**src/source/rv_core_pkg.sv**
```systemverilog
/*
  RV32I subset core package
  Instruction word formats, major opcodes, ALU operation codes,
  decoded control and the retirement trace record
*/
`default_nettype none

package rv_core_pkg;

  // Major opcodes of the supported subset
  typedef enum logic [6:0] {
    OP     = 7'b0110011,
    OP_IMM = 7'b0010011,
    LUI    = 7'b0110111,
    LOAD   = 7'b0000011,
    STORE  = 7'b0100011,
    BRANCH = 7'b1100011,
    JAL    = 7'b1101111
  } opcode_e;

  typedef enum logic [2:0] {
    ALU_ADD = 3'd0,
    ALU_SUB = 3'd1,
    ALU_AND = 3'd2,
    ALU_OR  = 3'd3,
    ALU_XOR = 3'd4,
    ALU_SLT = 3'd5
  } alu_op_e;

  typedef struct packed {
    logic [6:0] funct7;
    logic [4:0] rs2;
    logic [4:0] rs1;
    logic [2:0] funct3;
    logic [4:0] rd;
    logic [6:0] opcode;
  } r_fmt_t;

  typedef struct packed {
    logic [11:0] imm;
    logic [4:0]  rs1;
    logic [2:0]  funct3;
    logic [4:0]  rd;
    logic [6:0]  opcode;
  } i_fmt_t;

  typedef struct packed {
    logic [6:0] imm_hi;
    logic [4:0] rs2;
    logic [4:0] rs1;
    logic [2:0] funct3;
    logic [4:0] imm_lo;
    logic [6:0] opcode;
  } s_fmt_t;

  // Branch offset bits are scattered across the word
  typedef struct packed {
    logic       imm12;
    logic [5:0] imm10_5;
    logic [4:0] rs2;
    logic [4:0] rs1;
    logic [2:0] funct3;
    logic [3:0] imm4_1;
    logic       imm11;
    logic [6:0] opcode;
  } b_fmt_t;

  typedef struct packed {
    logic [19:0] imm;
    logic [4:0]  rd;
    logic [6:0]  opcode;
  } u_fmt_t;

  typedef struct packed {
    logic       imm20;
    logic [9:0] imm10_1;
    logic       imm11;
    logic [7:0] imm19_12;
    logic [4:0] rd;
    logic [6:0] opcode;
  } j_fmt_t;

  // One instruction word, seen through each encoding format
  typedef union packed {
    r_fmt_t r;
    i_fmt_t i;
    s_fmt_t s;
    b_fmt_t b;
    u_fmt_t u;
    j_fmt_t j;
  } instr_u;

  typedef struct packed {
    alu_op_e    alu_op;
    logic       use_imm;
    logic       reg_write;
    logic       is_load;
    logic       is_store;
    logic       is_branch;
    logic       branch_ne;
    logic       is_jal;
    logic       is_lui;
    logic       illegal;
    logic [4:0] rd;
    logic [4:0] rs1;
    logic [4:0] rs2;
  } ctrl_t;

  // Single data transaction from the core to the LSU
  typedef struct packed {
    logic        valid;
    logic        we;
    logic [31:0] addr;
    logic [31:0] wdata;
  } mem_req_t;

  typedef struct packed {
    logic        valid;
    logic [31:0] pc;
    logic [31:0] instr;
    logic [4:0]  rd;
    logic        rd_we;
    logic [31:0] rd_wdata;
    logic        illegal;
    logic        mem_we;
  } trace_t;

endpackage

`default_nettype wire
```
**src/source/rv_core_wrapper.sv**
```systemverilog
/*
  Core wrapper
  Holds the RV32I subset core with its retirement tracer beside it
*/
`default_nettype none

module rv_core_wrapper #(
  parameter logic [31:0] BOOT_ADDR = 32'h0000_0000
) (
  input  logic                clk_i,
  input  logic                rst_i,
  input  logic                fetch_enable_i,
  output logic                core_sleep_o,

  // Instruction memory
  output logic                instr_req_o,
  input  logic                instr_gnt_i,
  output logic [31:0]         instr_addr_o,
  input  logic                instr_rvalid_i,
  input  logic [31:0]         instr_rdata_i,

  // Data memory
  output logic                data_req_o,
  input  logic                data_gnt_i,
  output logic                data_we_o,
  output logic [31:0]         data_addr_o,
  output logic [31:0]         data_wdata_o,
  input  logic                data_rvalid_i,
  input  logic [31:0]         data_rdata_i,

  output rv_core_pkg::trace_t trace_o,
  output logic [31:0]         retired_cnt_o
);

  rv_core_pkg::trace_t core_trace;

  rv_core #(
    .BOOT_ADDR ( BOOT_ADDR )
  ) i_core (
    .clk_i          ( clk_i          ),
    .rst_i          ( rst_i          ),
    .fetch_enable_i ( fetch_enable_i ),
    .core_sleep_o   ( core_sleep_o   ),
    .instr_req_o    ( instr_req_o    ),
    .instr_gnt_i    ( instr_gnt_i    ),
    .instr_addr_o   ( instr_addr_o   ),
    .instr_rvalid_i ( instr_rvalid_i ),
    .instr_rdata_i  ( instr_rdata_i  ),
    .data_req_o     ( data_req_o     ),
    .data_gnt_i     ( data_gnt_i     ),
    .data_we_o      ( data_we_o      ),
    .data_addr_o    ( data_addr_o    ),
    .data_wdata_o   ( data_wdata_o   ),
    .data_rvalid_i  ( data_rvalid_i  ),
    .data_rdata_i   ( data_rdata_i   ),
    .trace_o        ( core_trace     )
  );

  rv_tracer i_tracer (
    .clk_i         ( clk_i         ),
    .rst_i         ( rst_i         ),
    .trace_i       ( core_trace    ),
    .trace_o       ( trace_o       ),
    .retired_cnt_o ( retired_cnt_o )
  );

endmodule

`default_nettype wire

```
**src/source/rv_core.sv**
```systemverilog
/*
  RV32I subset core
  Multi-cycle sequencer with fetch, execute and memory wait,
  program counter, ALU, branch resolution and write-back
*/
`default_nettype none

module rv_core #(
  parameter logic [31:0] BOOT_ADDR = 32'h0000_0000
) (
  input  logic                clk_i,
  input  logic                rst_i,
  input  logic                fetch_enable_i,
  output logic                core_sleep_o,
  output logic                instr_req_o,
  input  logic                instr_gnt_i,
  output logic [31:0]         instr_addr_o,
  input  logic                instr_rvalid_i,
  input  logic [31:0]         instr_rdata_i,
  output logic                data_req_o,
  input  logic                data_gnt_i,
  output logic                data_we_o,
  output logic [31:0]         data_addr_o,
  output logic [31:0]         data_wdata_o,
  input  logic                data_rvalid_i,
  input  logic [31:0]         data_rdata_i,
  output rv_core_pkg::trace_t trace_o
);

  typedef enum logic [2:0] {
    S_IDLE,
    S_FETCH_REQ,
    S_FETCH_WAIT,
    S_EXECUTE,
    S_MEM_WAIT
  } core_state_e;

  core_state_e           state_q;
  logic [31:0]           pc_q;
  rv_core_pkg::instr_u   instr_q;
  rv_core_pkg::ctrl_t    ctrl;
  rv_core_pkg::mem_req_t lsu_req;
  logic [31:0] imm;
  logic [31:0] rs1_data, rs2_data;
  logic [31:0] op_b, alu_result, wb_data;
  logic [31:0] pc_plus4, next_pc;
  logic [31:0] lsu_rdata;
  logic        lsu_done, is_mem, branch_taken, retire, rd_we;

  rv_decoder i_decoder (
    .instr_i ( instr_q ),
    .ctrl_o  ( ctrl    ),
    .imm_o   ( imm     )
  );

  rv_regfile i_regfile (
    .clk_i     ( clk_i      ),
    .rst_i     ( rst_i      ),
    .raddr_a_i ( ctrl.rs1   ),
    .raddr_b_i ( ctrl.rs2   ),
    .rdata_a_o ( rs1_data   ),
    .rdata_b_o ( rs2_data   ),
    .we_i      ( rd_we      ),
    .waddr_i   ( ctrl.rd    ),
    .wdata_i   ( wb_data    )
  );

  // ALU, SLT compares as signed
  assign op_b = ctrl.use_imm ? imm : rs2_data;

  always_comb begin
    case (ctrl.alu_op)
      rv_core_pkg::ALU_SUB: alu_result = rs1_data - op_b;
      rv_core_pkg::ALU_AND: alu_result = rs1_data & op_b;
      rv_core_pkg::ALU_OR:  alu_result = rs1_data | op_b;
      rv_core_pkg::ALU_XOR: alu_result = rs1_data ^ op_b;
      rv_core_pkg::ALU_SLT: alu_result = {31'd0, $signed(rs1_data) < $signed(op_b)};
      default:              alu_result = rs1_data + op_b;
    endcase
  end

  assign pc_plus4     = pc_q + 32'd4;
  assign branch_taken = ctrl.is_branch && ((rs1_data == rs2_data) ^ ctrl.branch_ne);
  assign next_pc      = (ctrl.is_jal || branch_taken) ? pc_q + imm : pc_plus4;

  assign wb_data = ctrl.is_lui  ? imm :
                   ctrl.is_jal  ? pc_plus4 :
                   ctrl.is_load ? lsu_rdata : alu_result;

  // Memory ops start in execute and retire when the LSU is done
  assign is_mem        = ctrl.is_load || ctrl.is_store;
  assign lsu_req.valid = (state_q == S_EXECUTE) && is_mem;
  assign lsu_req.we    = ctrl.is_store;
  assign lsu_req.addr  = alu_result;
  assign lsu_req.wdata = rs2_data;

  rv_lsu i_lsu (
    .clk_i         ( clk_i         ),
    .rst_i         ( rst_i         ),
    .req_i         ( lsu_req       ),
    .done_o        ( lsu_done      ),
    .rdata_o       ( lsu_rdata     ),
    .data_req_o    ( data_req_o    ),
    .data_gnt_i    ( data_gnt_i    ),
    .data_we_o     ( data_we_o     ),
    .data_addr_o   ( data_addr_o   ),
    .data_wdata_o  ( data_wdata_o  ),
    .data_rvalid_i ( data_rvalid_i ),
    .data_rdata_i  ( data_rdata_i  )
  );

  assign retire = ((state_q == S_EXECUTE) && !is_mem) || ((state_q == S_MEM_WAIT) && lsu_done);
  // A write to x0 is not reported as a register write
  assign rd_we  = retire && ctrl.reg_write && (ctrl.rd != 5'd0);

  always_ff @(posedge clk_i) begin
    if (rst_i) begin
      state_q <= S_IDLE;
      pc_q    <= BOOT_ADDR;
    end else begin
      case (state_q)
        S_IDLE:       if (fetch_enable_i) state_q <= S_FETCH_REQ;
        S_FETCH_REQ:  if (instr_gnt_i)    state_q <= S_FETCH_WAIT;
        S_FETCH_WAIT: if (instr_rvalid_i) state_q <= S_EXECUTE;
        S_EXECUTE:    if (is_mem)         state_q <= S_MEM_WAIT;
        default:      ;
      endcase
      if (retire) begin
        pc_q    <= next_pc;
        state_q <= fetch_enable_i ? S_FETCH_REQ : S_IDLE;
      end
    end
  end

  always_ff @(posedge clk_i) begin
    if ((state_q == S_FETCH_WAIT) && instr_rvalid_i) begin
      instr_q <= instr_rdata_i;
    end
  end

  assign instr_req_o  = (state_q == S_FETCH_REQ);
  assign instr_addr_o = pc_q;
  assign core_sleep_o = (state_q == S_IDLE) && !fetch_enable_i;

  assign trace_o.valid    = retire;
  assign trace_o.pc       = pc_q;
  assign trace_o.instr    = instr_q;
  assign trace_o.rd       = ctrl.rd;
  assign trace_o.rd_we    = rd_we;
  assign trace_o.rd_wdata = rd_we ? wb_data : 32'd0;
  assign trace_o.illegal  = ctrl.illegal;
  assign trace_o.mem_we   = ctrl.is_store;

  a_fetch_held: assert property (@(posedge clk_i) disable iff (rst_i)
    instr_req_o && !instr_gnt_i |=> instr_req_o && $stable(instr_addr_o));

endmodule

`default_nettype wire

```
**src/source/rv_tracer.sv**
```systemverilog
/*
  Retirement tracer
  Registers each retirement record and counts retired instructions
*/
`default_nettype none

module rv_tracer (
  input  logic                clk_i,
  input  logic                rst_i,
  input  rv_core_pkg::trace_t trace_i,
  output rv_core_pkg::trace_t trace_o,
  output logic [31:0]         retired_cnt_o
);

  rv_core_pkg::trace_t rec_q;
  logic        valid_q;
  logic [31:0] cnt_q;

  always_ff @(posedge clk_i) begin
    if (rst_i) begin
      valid_q <= 1'b0;
      cnt_q   <= '0;
    end else begin
      valid_q <= trace_i.valid;
      // Wraps silently at 2^32
      if (trace_i.valid) begin
        cnt_q <= cnt_q + 32'd1;
      end
    end
  end

  // Record contents only change on a retirement
  always_ff @(posedge clk_i) begin
    if (trace_i.valid) begin
      rec_q <= trace_i;
    end
  end

  always_comb begin
    trace_o       = rec_q;
    trace_o.valid = valid_q;
  end

  assign retired_cnt_o = cnt_q;

endmodule

`default_nettype wire

```
**src/source/rv_lsu.sv**
```systemverilog
/*
  Load/store unit
  Runs one data-memory transaction at a time over the
  req/gnt/rvalid handshake and reports completion to the core
*/
`default_nettype none

module rv_lsu (
  input  logic                  clk_i,
  input  logic                  rst_i,
  input  rv_core_pkg::mem_req_t req_i,
  output logic                  done_o,
  output logic [31:0]           rdata_o,
  output logic                  data_req_o,
  input  logic                  data_gnt_i,
  output logic                  data_we_o,
  output logic [31:0]           data_addr_o,
  output logic [31:0]           data_wdata_o,
  input  logic                  data_rvalid_i,
  input  logic [31:0]           data_rdata_i
);

  typedef enum logic [1:0] {
    LSU_IDLE,
    LSU_REQ,
    LSU_WAIT
  } lsu_state_e;

  lsu_state_e state_q;
  rv_core_pkg::mem_req_t req_q;

  always_ff @(posedge clk_i) begin
    if (rst_i) begin
      state_q <= LSU_IDLE;
    end else begin
      case (state_q)
        LSU_IDLE: if (req_i.valid)   state_q <= LSU_REQ;
        LSU_REQ:  if (data_gnt_i)    state_q <= LSU_WAIT;
        LSU_WAIT: if (data_rvalid_i) state_q <= LSU_IDLE;
        default:                     state_q <= LSU_IDLE;
      endcase
    end
  end

  // Request payload is captured once and held until the grant
  always_ff @(posedge clk_i) begin
    if ((state_q == LSU_IDLE) && req_i.valid) begin
      req_q <= req_i;
    end
  end

  assign data_req_o   = (state_q == LSU_REQ);
  assign data_we_o    = req_q.we;
  assign data_addr_o  = req_q.addr;
  assign data_wdata_o = req_q.wdata;

  // Writes get an rvalid too, its data is simply ignored
  assign done_o  = (state_q == LSU_WAIT) && data_rvalid_i;
  assign rdata_o = data_rdata_i;

  a_req_stable: assert property (@(posedge clk_i) disable iff (rst_i)
    data_req_o && !data_gnt_i |=> data_req_o && $stable(data_addr_o));

  a_no_stray_rvalid: assert property (@(posedge clk_i) disable iff (rst_i)
    (state_q == LSU_IDLE) |-> !data_rvalid_i);

endmodule

`default_nettype wire

```
**src/source/rv_regfile.sv**
```systemverilog
/*
  Integer register file
  Two combinational read ports and one write port, x0 hardwired to zero
*/
`default_nettype none

module rv_regfile (
  input  logic        clk_i,
  input  logic        rst_i,
  input  logic [4:0]  raddr_a_i,
  input  logic [4:0]  raddr_b_i,
  output logic [31:0] rdata_a_o,
  output logic [31:0] rdata_b_o,
  input  logic        we_i,
  input  logic [4:0]  waddr_i,
  input  logic [31:0] wdata_i
);

  // Only x1..x31 have storage
  logic [31:0] regs_q [31:1];

  always_ff @(posedge clk_i) begin
    if (rst_i) begin
      for (int i = 1; i < 32; i++) begin
        regs_q[i] <= '0;
      end
    end else if (we_i && (waddr_i != 5'd0)) begin
      regs_q[waddr_i] <= wdata_i;
    end
  end

  assign rdata_a_o = (raddr_a_i == 5'd0) ? 32'd0 : regs_q[raddr_a_i];
  assign rdata_b_o = (raddr_b_i == 5'd0) ? 32'd0 : regs_q[raddr_b_i];

endmodule

`default_nettype wire

```
**src/source/rv_decoder.sv**
```systemverilog
/*
  Instruction decoder
  Turns one instruction word into control signals and a
  sign-extended immediate, purely combinational
*/
`default_nettype none

module rv_decoder (
  input  rv_core_pkg::instr_u instr_i,
  output rv_core_pkg::ctrl_t  ctrl_o,
  output logic [31:0]         imm_o
);

  always_comb begin
    ctrl_o        = '0;
    ctrl_o.alu_op = rv_core_pkg::ALU_ADD;
    ctrl_o.rd     = instr_i.r.rd;
    ctrl_o.rs1    = instr_i.r.rs1;
    ctrl_o.rs2    = instr_i.r.rs2;
    imm_o         = '0;

    case (instr_i.r.opcode)
      rv_core_pkg::OP: begin
        ctrl_o.reg_write = 1'b1;
        case ({instr_i.r.funct7, instr_i.r.funct3})
          {7'h00, 3'b000}: ctrl_o.alu_op = rv_core_pkg::ALU_ADD;
          {7'h20, 3'b000}: ctrl_o.alu_op = rv_core_pkg::ALU_SUB;
          {7'h00, 3'b111}: ctrl_o.alu_op = rv_core_pkg::ALU_AND;
          {7'h00, 3'b110}: ctrl_o.alu_op = rv_core_pkg::ALU_OR;
          {7'h00, 3'b100}: ctrl_o.alu_op = rv_core_pkg::ALU_XOR;
          {7'h00, 3'b010}: ctrl_o.alu_op = rv_core_pkg::ALU_SLT;
          default:         ctrl_o.illegal = 1'b1;
        endcase
      end
      rv_core_pkg::OP_IMM: begin
        ctrl_o.reg_write = 1'b1;
        ctrl_o.use_imm   = 1'b1;
        imm_o            = {{20{instr_i.i.imm[11]}}, instr_i.i.imm};
        case (instr_i.i.funct3)
          3'b000:  ctrl_o.alu_op = rv_core_pkg::ALU_ADD;
          3'b111:  ctrl_o.alu_op = rv_core_pkg::ALU_AND;
          3'b110:  ctrl_o.alu_op = rv_core_pkg::ALU_OR;
          3'b100:  ctrl_o.alu_op = rv_core_pkg::ALU_XOR;
          default: ctrl_o.illegal = 1'b1;
        endcase
      end
      rv_core_pkg::LUI: begin
        ctrl_o.reg_write = 1'b1;
        ctrl_o.is_lui    = 1'b1;
        imm_o            = {instr_i.u.imm, 12'b0};
      end
      rv_core_pkg::LOAD: begin
        // Only full-word loads
        ctrl_o.reg_write = 1'b1;
        ctrl_o.is_load   = 1'b1;
        ctrl_o.use_imm   = 1'b1;
        ctrl_o.illegal   = (instr_i.i.funct3 != 3'b010);
        imm_o            = {{20{instr_i.i.imm[11]}}, instr_i.i.imm};
      end
      rv_core_pkg::STORE: begin
        ctrl_o.is_store = 1'b1;
        ctrl_o.use_imm  = 1'b1;
        ctrl_o.illegal  = (instr_i.s.funct3 != 3'b010);
        imm_o           = {{20{instr_i.s.imm_hi[6]}}, instr_i.s.imm_hi, instr_i.s.imm_lo};
      end
      rv_core_pkg::BRANCH: begin
        // BEQ is funct3 000 and BNE is 001
        ctrl_o.is_branch = 1'b1;
        ctrl_o.branch_ne = instr_i.b.funct3[0];
        ctrl_o.illegal   = (instr_i.b.funct3[2:1] != 2'b00);
        imm_o            = {{19{instr_i.b.imm12}}, instr_i.b.imm12, instr_i.b.imm11,
                            instr_i.b.imm10_5, instr_i.b.imm4_1, 1'b0};
      end
      rv_core_pkg::JAL: begin
        ctrl_o.reg_write = 1'b1;
        ctrl_o.is_jal    = 1'b1;
        imm_o            = {{11{instr_i.j.imm20}}, instr_i.j.imm20, instr_i.j.imm19_12,
                            instr_i.j.imm11, instr_i.j.imm10_1, 1'b0};
      end
      default: ctrl_o.illegal = 1'b1;
    endcase

    // An illegal word must leave no architectural trace
    if (ctrl_o.illegal) begin
      ctrl_o.reg_write = 1'b0;
      ctrl_o.is_load   = 1'b0;
      ctrl_o.is_store  = 1'b0;
      ctrl_o.is_branch = 1'b0;
      ctrl_o.is_jal    = 1'b0;
      ctrl_o.is_lui    = 1'b0;
    end
  end

endmodule

`default_nettype wire

```
**config.mk**
```make
export PLATFORM = sky130hd
export DESIGN_NAME = rv_core_wrapper
export DESIGN_NICKNAME = d
export VERILOG_FILES = /design/src/source/rv_core_pkg.sv /design/src/source/rv_core_wrapper.sv /design/src/source/rv_core.sv /design/src/source/rv_tracer.sv /design/src/source/rv_lsu.sv /design/src/source/rv_regfile.sv /design/src/source/rv_decoder.sv
export SDC_FILE = /design/constraint.sdc
export NUM_CORES = 2
export LEC_CHECK = 0
export BUFFER_PORTS_ARGS = -buffer_cell sky130_fd_sc_hd__buf_2
export CAP_MARGIN = 30
export CORE_ASPECT_RATIO = 1.1
export CORE_MARGIN = 3
export CORE_UTILIZATION = 35
export DETAILED_ROUTE_END_ITERATION = 10
export GPL_TIMING_DRIVEN = 0
export HOLD_SLACK_MARGIN = 0.06
export PLACE_DENSITY = 0.53
export SETUP_SLACK_MARGIN = 0.5
export SYNTH_ARGS = -nofsm -noshare
export SYNTH_HDL_FRONTEND = slang
export SYNTH_HIERARCHICAL = 1
export SYNTH_SLANG_ARGS = --single-unit
```
**constraint.sdc**
```tcl
create_clock -name clk_i -period 8.5 [get_ports clk_i]
set_clock_uncertainty 0.05 [all_clocks]
set_input_delay 0.85 -clock clk_i [delete_from_list [all_inputs] [get_ports clk_i]]
set_output_delay 0.85 -clock clk_i [all_outputs]
set_load 0.01 [all_outputs]
```
# --- After elaboration in Yosys (flattened, before gate mapping) ---
# Memory sizes are Yosys's and may differ from the RTL's. A register that Yosys moved wholly into a read port is not among the register bits.
# Cells that the tools add are included.
totals:
  ff_bits: 271
  ram_bits: 992
  in_bits: 71
  out_inout_bits: 237
  wordCells: 142
  memories: 1
op_classes:
  add_sub_neg: 5
  order_cmp: 1
  eq_ne: 35
  muxes: 45
  n_bitwise: 4
  n_reduce_logical: 35
memory_table:
  columns: ["memory", "depth", "word_bits", "read_ports", "rd_clocked_by_memory_dff", "wr", "line_no", "source"]
  rows:
  - ["i_core.i_regfile.regs_q", 31, 32, 2, 2, 31, "rv_regfile.sv:20", "logic [31:0] regs_q [31:1];"]
op_table:
  columns: ["operator", "count"]
  rows:
  - ["case mux 32 bit (5 select lines)", 2]
  - ["two-way mux 32 bit", 8]
  - ["adder 32 bit", 2]
  - ["adder 32 x 1 -> 32 bit (second input constant)", 1]
  - ["adder 32 x 3 -> 32 bit (second input constant)", 1]
  - ["bitwise AND 32 bit", 1]
  - ["equality test 32 bit", 1]
  - ["< comparator 32 bit", 1]
  - ["bitwise OR 32 bit", 1]
  - ["OR reduction 32 bit", 1]
  - ["subtractor 32 bit", 1]
  - ["bitwise XOR 32 bit", 1]
  - ["equality test 10 x 3 -> 1 bit (second input constant)", 3]
  - ["equality test 7 x 6 -> 1 bit (second input constant)", 3]
  - ["equality test 3 bit (second input constant)", 6]
  - ["two-way mux 1 bit", 15]
  - ["two-way mux 3 bit", 5]
  - ["two-way mux 5 bit", 3]
  - ["case mux 3 bit (5 select lines)", 1]
  - ["equality test 7 bit (second input constant)", 2]
  - ["equality test 3 x 2 -> 1 bit (second input constant)", 4]
  - ["case mux 3 bit (4 select lines)", 1]
  - ["logical AND 1 bit", 11]
  - ["equality test 10 x 2 -> 1 bit (second input constant)", 1]
  - ["other kinds (32)", 49]

# --- Longest topological paths before layout ---
logic_depth:
  depth_word: 17
  depth_mapped: 26
  mapped_depth_nobuf: 19

# --- Hierarchy ---
# The synthesis kept the hierarchy.
modules_own_cells:
  columns: ["module", "n_inst", "cells_each", "area_per_inst_um2", "seq_area_each_um2"]
  rows:
  - ["rv_regfile", 1, 3765, 54632.4, 30749.5]
  - ["rv_core", 1, 1788, 12736.0, 1661.6]
  - ["rv_tracer", 1, 282, 4658.2, 3783.6]
  - ["rv_lsu", 1, 107, 2293.4, 1991.9]
  - ["rv_decoder", 1, 123, 868.3, 0.0]

# --- Worst setup path before layout ---
# Ideal clock, no wire load.
synth_timing:
  kind: "flip-flop to flip-flop"
  startpoint: "reg i_core/instr_q[26] (netlist bit)"
  endpoint: "reg i_core.i_lsu.req_q, in the netlist i_core/i_lsu/data_addr_o[0], enable pin"
  setup_ns: 0.581
  arrival_ns: 6.977
  t_required_ns: 7.869
  path_slack_ns: 0.891
  path_stages_with_launch: 10
  n_path_buf: 2
  synth_period_minus_slack_ns: 7.609
  path_cell_list: "edfxtp_1 > or4_4 > nor3b_1 > o22ai_1 > nor4_1 > clkbuf_1 > clkbuf_1 > nor2_1 > nor2_1 > nor3b_1"
synth_rtl:
  columns: ["item", "line_no", "source"]
  rows:
  - ["start, declared", "rv_core.sv:40", "rv_core_pkg::instr_u instr_q;"]
  - ["start signal, assigned", "rv_core.sv:137", "instr_q <= instr_rdata_i;"]
  - ["end signal, assigned", "rv_lsu.sv:48", "req_q <= req_i;"]
  - ["end, declared", "rv_lsu.sv:30", "rv_core_pkg::mem_req_t req_q;"]

==> run_results.csv <==
group,metric,value,unit
sta,min_period,8.13,ns
setup_path,timing.critical_path.to,"i_core/i_regfile/regs_q[3][20]",
place,place_hpwl,280,mm
setup_path,path_delay_family,"compound AO/OA/AOI/OAI gates",
floorplan,pin_count,308,
setup_path,r2r_slack,0.37,ns
cells_and_area,instances_no_fill,9670,
floorplan,die-area,220000,um^2
detailed_routing,drc,0,
detailed_routing,drt_first_pass_iters,6,
logic_synthesis,synth_top_family_by_area,"multiplexers",
sta,worstMarginPinSlew,1.18,ns
setup_path,worst-path-stages,25,
detailed_routing,via_per_inst,6.22,
detailed_routing,num_vias,60100,
logic_synthesis,yosys.area.top_type,"edfxtp_1",
logic_synthesis,synthMuxAreaShare,0.161,
setup_path,slowest_delay,0.55,ns
place,numPortBuffers,275,
floorplan,initial_utilization,0.354,
clock_network,ctsHoldBuffers,0,
setup_path,startpoint_type,"flop",
place,routabilityCongestion,1.01,
detailed_routing,drt_iter0_markers,8495,
sta,finalSetupViolations,0,
setup_path,crit_arrival,8.78,ns
setup_path,r2r_start,"i_core/instr_q[21]",
cells_and_area,regArea,38200,um^2
logic_synthesis,ys.flop_type,"edfxtp_1",
power,leakage,33.4,nW
worst_hold_path,hold_class,"input pin to flop",
floorplan,num_rows,177,
place,placedCellCount,9353,
sta,fin_setup_tns,0,ns
logic_synthesis,async_flop_share,0,
clock_network,cts_tree,"yes",
power,power_density,189,nW/um^2
power,max-vdd-ir-drop,0.214,mV
power,totalPowerFinal,16.8,mW
cells_and_area,drive_above_1_share,0.236,
logic_synthesis,synth_edf_count,1225,
logic_synthesis,yosysWarnings,6,
detailed_routing,ant_nets,0,
logic_synthesis,synthDistinctLibCells,112,
sta,post-route-period-util,0.957,
sta,drv_slew,0,
setup_path,critPathMaxFanout,10,
logic_synthesis,syn_area,75200,um^2
clock_network,clockBufferDepth,3,
cells_and_area,design_area,88900,um^2
global_route,grt_util_met3,0.0844,
clock_network,clk_pin_slew,0.06,ns
global_route,grt_max_degree,72,
logic_synthesis,synth-compound-area-share,0.104,
floorplan,die_h,492,um
setup_path,cp_slowest_cell,"nor3_2",
global_route,grt_pass1_wl,497,mm
setup_path,required,9.15,ns
logic_synthesis,post_synth_xor_area_fraction,0.0127,
sta,max_freq,0.123,GHz
sta,relSlewSlack,0.216,
global_route,overflow,0,
global_route,grt.met1_usage,0.383,
cells_and_area,area_growth,18.3,%
floorplan,core,213000,um^2
cells_and_area,final_nets,6968,
global_route,grtUsageMet2,0.506,
setup_path,startpoint,"i_core/instr_q[21]",
floorplan,die_w,448,um
place,place_area,83000,um^2
run_status,status,"finished, final reports clean",
logic_synthesis,synth_top_area_frac,0.489,
logic_synthesis,ys_seq_area_frac,0.508,
detailed_routing,wire_per_inst,38.5,um
setup_path,worst-path-buf-inv,9,
setup_path,reg2reg_depth,25,
global_route,antenna_found_initial,23,
detailed_routing,drt-total-wl,372,mm
global_route,grt_util_all_layers,0.329,
clock_network,cts-root-buf,"clkbuf_16",
logic_synthesis,avgSynthCellArea,12.4,um^2
logic_synthesis,synthAdderAreaFrac,0.0223,
sta,grt_setup_unrepaired,"yes",
sta,hold_viol,0,
logic_synthesis,yosys-top-cells-area,"edfxtp_1 49%, mux4_2 11%, and2_1 8.5%",
logic_synthesis,synth-simple-area-share,0.146,
setup_path,crit_type,"flop to flop",
cells_and_area,fillers,19900,
cells_and_area,multi_input_area,34600,um^2
logic_synthesis,synth_cells,6065,
clock_network,cts.sinks,1295,
global_route,grt_pass1_vias,58000,
clock_network,h-tree-depth,4,
run,cap_violations,0,
setup_path,endpoint_kind,"flop",
setup_path,r2r-end,"i_core/i_regfile/regs_q[3][20]",
clock_network,numCtsBuffers,145,
clock_network,clk_latency,0.86,ns
global_route,top_usage_layer,"met2",
logic_synthesis,synth-seq-cells,1295,
[sequential cells by signal (all words and copies together), names as in the netlist, 3 cells and up]
name,count
i_core/i_regfile/regs_q,1024
i_tracer/trace_o,104
i_core/i_lsu/data_addr_o,32
i_core/i_lsu/data_wdata_o,32
i_core/instr_addr_o,32
i_core/instr_q,32
i_tracer/retired_cnt_o,32
i_core/state_q,3
[timing repair]
action | in CTS | in global routing
pin swaps | 6 | 9
endpoints found under the setup margin | 928 | 760
buffers inserted | 17 | 13
resized for setup | 143 | 97
[cells by family (layout without fill, tap and decap cells)]
kind of cell               count (synthesis)  after routing
AOI/OAI and AO/OA                       1119           1119
xor gates and xnor gates                 109            109
and+or+nand+nor                         1905           1905
other                                      1             49
DFF                                     1295           1295
adders and majority gates                132            132
muxes                                    760            760
buffers and inverters                    744           1527
[where the power goes]
group          switching (mW)  internal (mW)
clock network            2.79           3.68
registers               0.131           7.19
logic                    2.09          0.888
total                    5.02           11.8
[layout make-up]
class                           instances  area share
Antenna cell                           17    0.000478
Buffer                                604      0.0347
Clock buffer                          174      0.0443
Clock inverter                         87     0.00951
Inverter                              140     0.00591
Multi-Input combinational cell       4057       0.389
Sequential cell                      1295       0.429
Tap cell                             2774      0.0390
Timing Repair Buffer                  522      0.0481
[stage by stage]
| stage | utilization | hold slack (ns) | setup WS [ns] |
|---|---|---|---|
| CTS | 0.416 | 0.0951 | 0.500 |
| global placement | 0.377 | 0.427 | -4.19 |
| detailed placement | 0.390 | 0.443 | -1.21 |
| floorplan | - | 0.401 | 0.891 |
| finish | 0.418 | 0.139 | 0.368 |
| global route | 0.418 | 0.120 | 0.447 |
[worst min-delay path by stage]
stage | depth (start not counted) | to | start | slack (ns)
after global routing | 1 | i_core/instr_q[16] | instr_rdata_i[16] | 0.12
final | 1 | i_core/instr_q[19] | instr_rdata_i[19] | 0.14
after CTS | 1 | i_core/instr_q[27] | instr_rdata_i[27] | 0.1
after floorplan | 0 | i_tracer/trace_o[53] | i_core/instr_q[13] | 0.40
after global placement | 2 | i_tracer/retired_cnt_o[30] | i_tracer/retired_cnt_o[30] | 0.43
after detailed placement | 2 | i_tracer/retired_cnt_o[22] | i_tracer/retired_cnt_o[22] | 0.44
[worst register-to-register path, cell delays in order, from the launching register on]
cell             delay (ns)
edfxtp_1               0.53
buf_4                  0.20
buf_2                  0.21
or3_1                  0.40
clkdlybuf4s15_2        0.42
clkbuf_2               0.39
buf_8                  0.25
o22ai_1                0.30
a2111oi_1              0.14
nor3_2                 0.55
mux2i_1                0.20
inv_1                  0.13
ha_1                   0.22
inv_1                  0.07
fa_1                   0.47
nor2b_1                0.21
o2111ai_1              0.23
a31oi_2                0.44
a221o_1                0.40
a21oi_1                0.18
a221o_1                0.38
a22o_1                 0.44
o221ai_2               0.42
buf_8                  0.24
clkbuf_2               0.36
and2_1                 0.19
[per-layer routing]
layer / vias to the layer above / wire length, um
met5: - / 71
met4: 10 / 39400
met3: 1199 / 39400
met2: 4298 / 165000
met1: 30300 / 129000
li1: 24400 / -
[placed cells by master (no fill, tap or decap), types with 80 or more instances in the layout]
cell type  netlist  layout
a211oi_1        83      80
a22oi_1        125     124
edfxtp_1      1225    1225
mux4_2         356     356
nor2_1         218     214
clkbuf_16        0     153
clkbuf_1       388     335
buf_2           69     365
a21oi_1        239     231
inv_1          134     134
buf_4          105     194
ha_1           129     128
o21ai_0        134     127
nand2_1        161     159
mux2i_1        363     358
and2_1        1021    1021
[cell usage after synthesis (65+ instances only)]
| library cell | instances |
|---|---|
| a22oi_1 | 125 |
| mux2i_1 | 363 |
| nand2_1 | 161 |
| a22o_1 | 65 |
| edfxtp_1 | 1225 |
| nor3_1 | 83 |
| a211oi_1 | 83 |
| nor2b_1 | 73 |
| o22ai_1 | 71 |
| o21ai_0 | 134 |
| buf_2 | 69 |
| buf_4 | 105 |
| and2_1 | 1021 |
| mux4_2 | 356 |
| nor2_1 | 218 |
| clkbuf_1 | 388 |
| inv_1 | 134 |
| ha_1 | 129 |
| dfxtp_1 | 70 |
| a21oi_1 | 239 |
Power figures use the tool's default switching activity.
